<file path="config.mk">
export PLATFORM = sky130hd
export DESIGN_NAME = cartridgeSoundMixer
export DESIGN_NICKNAME = d
export VERILOG_FILES = /design/src/soundPkg.sv /design/src/soundAttenuator.sv /design/src/soundMixer.sv /design/src/cartridgeSoundMixer.sv
export SDC_FILE = /design/constraint.sdc
export NUM_CORES = 1
export LEC_CHECK = 0
export BUFFER_PORTS_ARGS = -buffer_cell sky130_fd_sc_hd__buf_2
export CORE_MARGIN = 3
export CORE_UTILIZATION = 40
export DETAILED_ROUTE_END_ITERATION = 10
export PLACE_DENSITY = 0.6
export SYNTH_ARGS = -nofsm -noshare
export SYNTH_HDL_FRONTEND = slang
export SYNTH_HIERARCHICAL = 1
export SYNTH_SLANG_ARGS = --single-unit
</file>
<file path="constraint.sdc">
create_clock -name CLK -period 9.4 [get_ports CLK]
set_clock_uncertainty 0.1 [all_clocks]
set_input_delay 2.82 -clock CLK [delete_from_list [all_inputs] [get_ports CLK]]
set_output_delay 2.82 -clock CLK [all_outputs]
set_load 0.01 [all_outputs]
</file>
<file path="src/soundPkg.sv">
// Sound path definitions
// Sample format and default gain factors shared by the cartridge sound
// mixer and its gain stages

`default_nettype none

package soundPkg;

    // Sample format of every source and every gain stage output
    localparam int SoundWidth = 16;

    typedef logic signed [SoundWidth-1:0] sampleT;

    // Gain stage arithmetic, factor 16 is unity
    localparam int GainShift    = 4;
    localparam int GainMulWidth = 6;    // Signed, non-negative factors only

    // External mix gains
    localparam logic signed [GainMulWidth-1:0] ExtMegaromMul = GainMulWidth'(12);
    localparam logic signed [GainMulWidth-1:0] ExtFmMul      = GainMulWidth'(16);
    localparam logic signed [GainMulWidth-1:0] ExtPsgMul     = GainMulWidth'(8);

    // Cartridge connector mix gains
    localparam logic signed [GainMulWidth-1:0] IntMegaromMul = GainMulWidth'(16);
    localparam logic signed [GainMulWidth-1:0] IntFmMul      = GainMulWidth'(10);

endpackage

`default_nettype wire

</file>
<file path="src/soundAttenuator.sv">
// Sound gain stage
// Multiplies each sample by a fixed factor, shifts it right arithmetically
// and clips it to the sample range. One cycle of latency

`default_nettype none
`timescale 1ns/10ps

module soundAttenuator
    import soundPkg::*;
#(
    parameter logic signed [GainMulWidth-1:0] Mul   = GainMulWidth'(1 << GainShift),
    parameter int                             Shift = GainShift
) (
    input  wire    CLK,
    input  wire    RESET_n,
    input  sampleT sampleIn,
    output sampleT sampleOut
);

    localparam int ProdWidth = SoundWidth + GainMulWidth;

    // Sample range limits, sign extended to the product width
    localparam logic signed [ProdWidth-1:0] ProdMax =
        {{(GainMulWidth + 1){1'b0}}, {(SoundWidth - 1){1'b1}}};
    localparam logic signed [ProdWidth-1:0] ProdMin =
        {{(GainMulWidth + 1){1'b1}}, {(SoundWidth - 1){1'b0}}};

    logic signed [ProdWidth-1:0] product;
    logic signed [ProdWidth-1:0] scaled;
    sampleT                      clipped;

    assign product = sampleIn * Mul;      // Full width, cannot overflow
    assign scaled  = product >>> Shift;   // Rounds toward minus infinity

    always_comb begin
        if (scaled > ProdMax) begin
            clipped = ProdMax[SoundWidth-1:0];
        end else if (scaled < ProdMin) begin
            clipped = ProdMin[SoundWidth-1:0];
        end else begin
            clipped = scaled[SoundWidth-1:0];
        end
    end

    always_ff @(posedge CLK or negedge RESET_n) begin
        if (!RESET_n) begin
            sampleOut <= '0;
        end else begin
            sampleOut <= clipped;
        end
    end

    // Silence in gives silence out on the next sample
    zeroInZeroOut: assert property (
        @(posedge CLK) disable iff (!RESET_n)
        (sampleIn == '0) |=> (sampleOut == '0)
    );

endmodule

`default_nettype wire

</file>
<file path="src/soundMixer.sv">
// Sound mixer
// Registered sum of Count samples. The full width sum is clipped to the
// output range when the output is narrower, otherwise left justified

`default_nettype none
`timescale 1ns/10ps

module soundMixer
    import soundPkg::*;
#(
    parameter int Count    = 2,
    parameter int OutWidth = 16
) (
    input  wire                         CLK,
    input  wire                         RESET_n,
    input  sampleT [Count-1:0]          samples,
    output logic signed [OutWidth-1:0]  mix
);

    // Headroom so the sum never wraps
    localparam int SumWidth = SoundWidth + $clog2(Count);

    logic signed [SumWidth-1:0] sum;
    logic signed [OutWidth-1:0] mixNext;

    always_comb begin
        sum = '0;
        for (int i = 0; i < Count; i++) begin
            sum = sum + $signed(samples[i]);    // Sign extended to SumWidth
        end
    end

    generate
        if (OutWidth < SumWidth) begin : gClip
            // Output range limits at the sum width
            localparam logic signed [SumWidth-1:0] LimitHi =
                {{(SumWidth - OutWidth + 1){1'b0}}, {(OutWidth - 1){1'b1}}};
            localparam logic signed [SumWidth-1:0] LimitLo =
                {{(SumWidth - OutWidth + 1){1'b1}}, {(OutWidth - 1){1'b0}}};
            localparam logic signed [OutWidth-1:0] OutMax = LimitHi[OutWidth-1:0];
            localparam logic signed [OutWidth-1:0] OutMin = LimitLo[OutWidth-1:0];

            always_comb begin
                if (sum > LimitHi) begin
                    mixNext = OutMax;
                end else if (sum < LimitLo) begin
                    mixNext = OutMin;
                end else begin
                    mixNext = sum[OutWidth-1:0];
                end
            end

            // An overdriven sum must reach the output as the rail value
            clipHigh: assert property (
                @(posedge CLK) disable iff (!RESET_n)
                (sum > LimitHi) |=> (mix == OutMax)
            );

            clipLow: assert property (
                @(posedge CLK) disable iff (!RESET_n)
                (sum < LimitLo) |=> (mix == OutMin)
            );
        end else begin : gWiden
            // Top bit of the sum lands on the top output bit
            assign mixNext = {sum, {(OutWidth - SumWidth){1'b0}}};
        end
    endgenerate

    always_ff @(posedge CLK or negedge RESET_n) begin
        if (!RESET_n) begin
            mix <= '0;
        end else begin
            mix <= mixNext;
        end
    end

endmodule

`default_nettype wire

</file>
<file path="src/cartridgeSoundMixer.sv">
// Cartridge sound mixer
// Attenuates the mega-ROM, FM and PSG sources and builds the external mix
// and the cartridge connector mix. FM reaches the connector only when enabled

`default_nettype none
`timescale 1ns/10ps

module cartridgeSoundMixer
    import soundPkg::*;
#(
    parameter int                             OutWidth         = 16,
    parameter logic signed [GainMulWidth-1:0] ExtMegaromGain   = ExtMegaromMul,
    parameter logic signed [GainMulWidth-1:0] ExtFmGain        = ExtFmMul,
    parameter logic signed [GainMulWidth-1:0] ExtPsgGain       = ExtPsgMul,
    parameter logic signed [GainMulWidth-1:0] IntMegaromGain   = IntMegaromMul,
    parameter logic signed [GainMulWidth-1:0] IntFmGain        = IntFmMul
) (
    input  wire                         CLK,
    input  wire                         RESET_n,
    input  sampleT                      megaromSound,
    input  sampleT                      fmSound,
    input  sampleT                      psgSound,
    input  wire                         fmOutputEnable,  // FM to cartridge connector
    output logic signed [OutWidth-1:0]  externalSound,
    output logic signed [OutWidth-1:0]  internalSound
);

    // Mixer input slots
    localparam int ExtMegarom = 0;
    localparam int ExtFm      = 1;
    localparam int ExtPsg     = 2;
    localparam int ExtCount   = 3;

    localparam int IntMegarom = 0;
    localparam int IntFm      = 1;
    localparam int IntCount   = 2;

    sampleT                 fmIntSound;
    sampleT [ExtCount-1:0]  extSamples;
    sampleT [IntCount-1:0]  intSamples;

    // Gated ahead of the gain stage so the enable shares the sample latency
    assign fmIntSound = fmOutputEnable ? fmSound : '0;

    // External path
    soundAttenuator #(
        .Mul        (ExtMegaromGain),
        .Shift      (GainShift)
    ) attExtMegarom (
        .CLK,
        .RESET_n,
        .sampleIn   (megaromSound),
        .sampleOut  (extSamples[ExtMegarom])
    );

    soundAttenuator #(
        .Mul        (ExtFmGain),
        .Shift      (GainShift)
    ) attExtFm (
        .CLK,
        .RESET_n,
        .sampleIn   (fmSound),          // Always audible outside
        .sampleOut  (extSamples[ExtFm])
    );

    soundAttenuator #(
        .Mul        (ExtPsgGain),
        .Shift      (GainShift)
    ) attExtPsg (
        .CLK,
        .RESET_n,
        .sampleIn   (psgSound),
        .sampleOut  (extSamples[ExtPsg])
    );

    // Cartridge connector path, no PSG here
    soundAttenuator #(
        .Mul        (IntMegaromGain),
        .Shift      (GainShift)
    ) attIntMegarom (
        .CLK,
        .RESET_n,
        .sampleIn   (megaromSound),
        .sampleOut  (intSamples[IntMegarom])
    );

    soundAttenuator #(
        .Mul        (IntFmGain),
        .Shift      (GainShift)
    ) attIntFm (
        .CLK,
        .RESET_n,
        .sampleIn   (fmIntSound),
        .sampleOut  (intSamples[IntFm])
    );

    soundMixer #(
        .Count      (ExtCount),
        .OutWidth   (OutWidth)
    ) mixExt (
        .CLK,
        .RESET_n,
        .samples    (extSamples),
        .mix        (externalSound)
    );

    soundMixer #(
        .Count      (IntCount),
        .OutWidth   (OutWidth)
    ) mixInt (
        .CLK,
        .RESET_n,
        .samples    (intSamples),
        .mix        (internalSound)
    );

endmodule

`default_nettype wire

</file>
==> results.json <==
{
  "grt_pass1_wl_um": 29900,
  "fp.dieH_um": 149,
  "final_nets": 1030,
  "setup_viol": 0,
  "cts.sinks": 112,
  "finalHoldViolations": 0,
  "clock_path_buffers": 2,
  "max_cap_violations": 0,
  "hpwl_um": 14600,
  "root_buffer": "clkbuf_16",
  "start_util": 0.415,
  "tns_ns": 0,
  "synth_edf_count": 0,
  "reg2reg_slack_ns": 5.61,
  "die_area_um2": 22300,
  "fin_ws_ns": 3.90,
  "ff2ff_path_depth": 11,
  "critPathKind": "in2reg",
  "drv_slew": 0,
  "die_x_um": 149,
  "slew_headroom": 0.336,
  "cts_tree": "built",
  "avgViaCountPerCell": 5.43,
  "fp.coreArea_um2": 19800,
  "layout_common_cells": "112 x dfrtp_1, 90 x ha_1, 80 x buf_2, 79 x a21oi_1, 47 x o21ai_0",
  "cp-start-kind": "input port",
  "portBuffers": 81,
  "wl_per_cell_um": 15.9,
  "rsz0062_at_grt": "no",
  "p_per_area_nw_per_um2": 223,
  "cp-end-kind": "register",
  "grt_max_degree": 83,
  "ios": 83,
  "status": "finished clean",
  "gp_congestion": 0.846,
  "cp_slowest_cell": "o21ai_1",
  "stdcell_count": 1139,
  "worst_slew_pin_slew_ns": 0.995,
  "numCtsBuffers": 9,
  "ctsHoldBuffers": 0,
  "layout_min_cycle_time_ns": 5.50,
  "antenna_found_initial": 2,
  "holdPathStages": 3,
  "min_from": "attIntFm/sampleOut[0]",
  "r2r-end": "mixExt/mix[14]",
  "syn_nets": 994,
  "yosys_register_bits": 112,
  "clkLatencyLatePin_ns": 0.36,
  "ir_drop_v": 0.0000773,
  "slowest_delay_ns": 0.42,
  "vias": 6188,
  "syn_area_um2": 8230,
  "dp_cells": 1123,
  "drive_gt1_frac": 0.174,
  "row_count": 51,
  "dp_slack_ns": 3.56,
  "seq_area_frac_synth": 0.340,
  "drc": 0,
  "final_common_cell": "dfrtp_1",
  "path_clk_slew_ns": 0.07,
  "cp.arrival_ns": 5.65,
  "synth_largest_area_cell": "dfrtp_1",
  "whs_endpoint": "mixInt/mix[0]",
  "grt_overflow": 0,
  "synthCells": 833,
  "crit_required_ns": 9.55,
  "yosysWarnings": 6,
  "power.total_w": 0.00200,
  "crit_chain": "buf_2 > and2_2 > ha_1 > ha_1 > inv_1 > fa_1 > nand2b_1 > a21oi_1 > o21a_1 > a211oi_2 > o21ai_1 > a21oi_1 > nor2_1",
  "ant_nets": 0,
  "fin_crit_sh": 0.585,
  "final_area_um2": 8990,
  "synth_ff_type": "dfrtp_1",
  "synthDistinctLibCells": 88,
  "grt_pass1_vias": 5889,
  "worstHoldPathType": "reg2reg",
  "power.leakage_nw": 4.07,
  "synth.avg_cell_area_um2": 9.88,
  "synth.top_cell.area_share": 0.340,
  "routed_wl_um": 18100,
  "cp_max_fo": 16,
  "track_usage": 0.168,
  "antenna_cells": 0,
  "drtIter0Drc": 352,
  "synthToLayoutAreaGrowth_pct": 9.19,
  "firstDrtPassIters": 5,
  "post_cts_buffers": 0,
  "cts-resized-gates": 0,
  "cts_max_level": 3,
  "synth_area_leaders": "dfrtp_1 34%, ha_1 14%, fa_1 4.9%, a21oi_1 4.8%, xnor2_1 3.3%",
  "async_reset_ff_frac": 1.00,
  "clock.fmax_mhz": 182,
  "rr_startpoint": "attExtFm/sampleOut[1]",
  "place_area_um2": 8680
}
report_power, final:
part / switching (W) / internal, W / total (W)
registers: 0.0000358 / 0.000585 / 0.000621
logic: 0.000584 / 0.000404 / 0.000987
clock network: 0.000178 / 0.000216 / 0.000394
total: 0.000797 / 0.00120 / 0.00200
cells in the mapped netlist (all sizes together) (4+ instances only):
cell type / count
dfrtp: 112
ha: 90
a21oi: 82
o21ai: 63
nor2: 44
clkbuf: 39
nand2: 39
inv: 33
xnor2: 32
nand3: 23
and2: 22
fa: 20
a211oi: 18
buf: 18
a21o: 17
o211ai: 16
nand2b: 14
nor3: 13
xor2: 13
nand4: 11
mux2i: 9
nor2b: 8
o21a: 7
o32a: 7
maj3: 6
a211o: 5
and3: 5
o211a: 5
o22ai: 5
or2: 5
a21boi: 4
cell type report:
cell class	count	area (µm²)
clock buffers	11	243
flip-flops and latches	112	2800
repair buffers	82	415
inverters	33	124
well taps	265	332
multi-input cells	631	5010
fillers	1910	10900
clock inverters	5	63.8
registers in the layout, indices dropped and copies added (netlist names):
name                     count
attExtPsg/sampleOut         16
attExtMegarom/sampleOut     16
attIntMegarom/sampleOut     16
mixExt/mix                  16
attIntFm/sampleOut          16
attExtFm/sampleOut          16
mixInt/mix                  16
kinds of logic after synthesis:
logic type	count (synthesis)	synth area share
AOI/OAI and AO/OA	267	0.228
xor gates and xnor gates	45	0.0488
adders and majority gates	116	0.193
buffers and inverters	90	0.0511
muxes	9	0.0129
DFF	112	0.340
and+or+nand+nor	194	0.126
how the worst max path moves through the flow:
| stage | startpoint | end | slack, ns |
|---|---|---|---|
| floorplan | fmOutputEnable | attIntFm/sampleOut[7] | 3.98 |
| global placement | fmOutputEnable | attIntFm/sampleOut[3] | 3.55 |
| detailed placement | fmOutputEnable | attIntFm/sampleOut[3] | 3.56 |
| CTS | fmOutputEnable | attIntFm/sampleOut[3] | 3.92 |
| global route | fmOutputEnable | attIntFm/sampleOut[3] | 3.64 |
| finish | fmOutputEnable | attIntFm/sampleOut[3] | 3.90 |
layer usage:
metal,GRT usage,wire length (µm),up-vias
met4,0.0508,299,2
met1,0.253,9190,2970
met2,0.247,7840,116
li1,-,-,3080
met3,0.0297,749,20
met5,0,7,-
worst max-delay path, delay by kind of cell:
family                     cells  cell delay (ns)
AOI/OAI and AO/OA              5             1.14
adders and majority gates      3             0.84
and+or+nand+nor                3             0.59
buffers and inverters          2             0.22
through the flow:
step                      utilization  hold WS [ns]
after floorplan                     -         0.485
after global placement          0.438         0.531
after detailed placement        0.438         0.553
after CTS                       0.453         0.566
after global routing            0.453         0.575
final                           0.453         0.554
No activity file was read; power rests on OpenSTA's default activity.
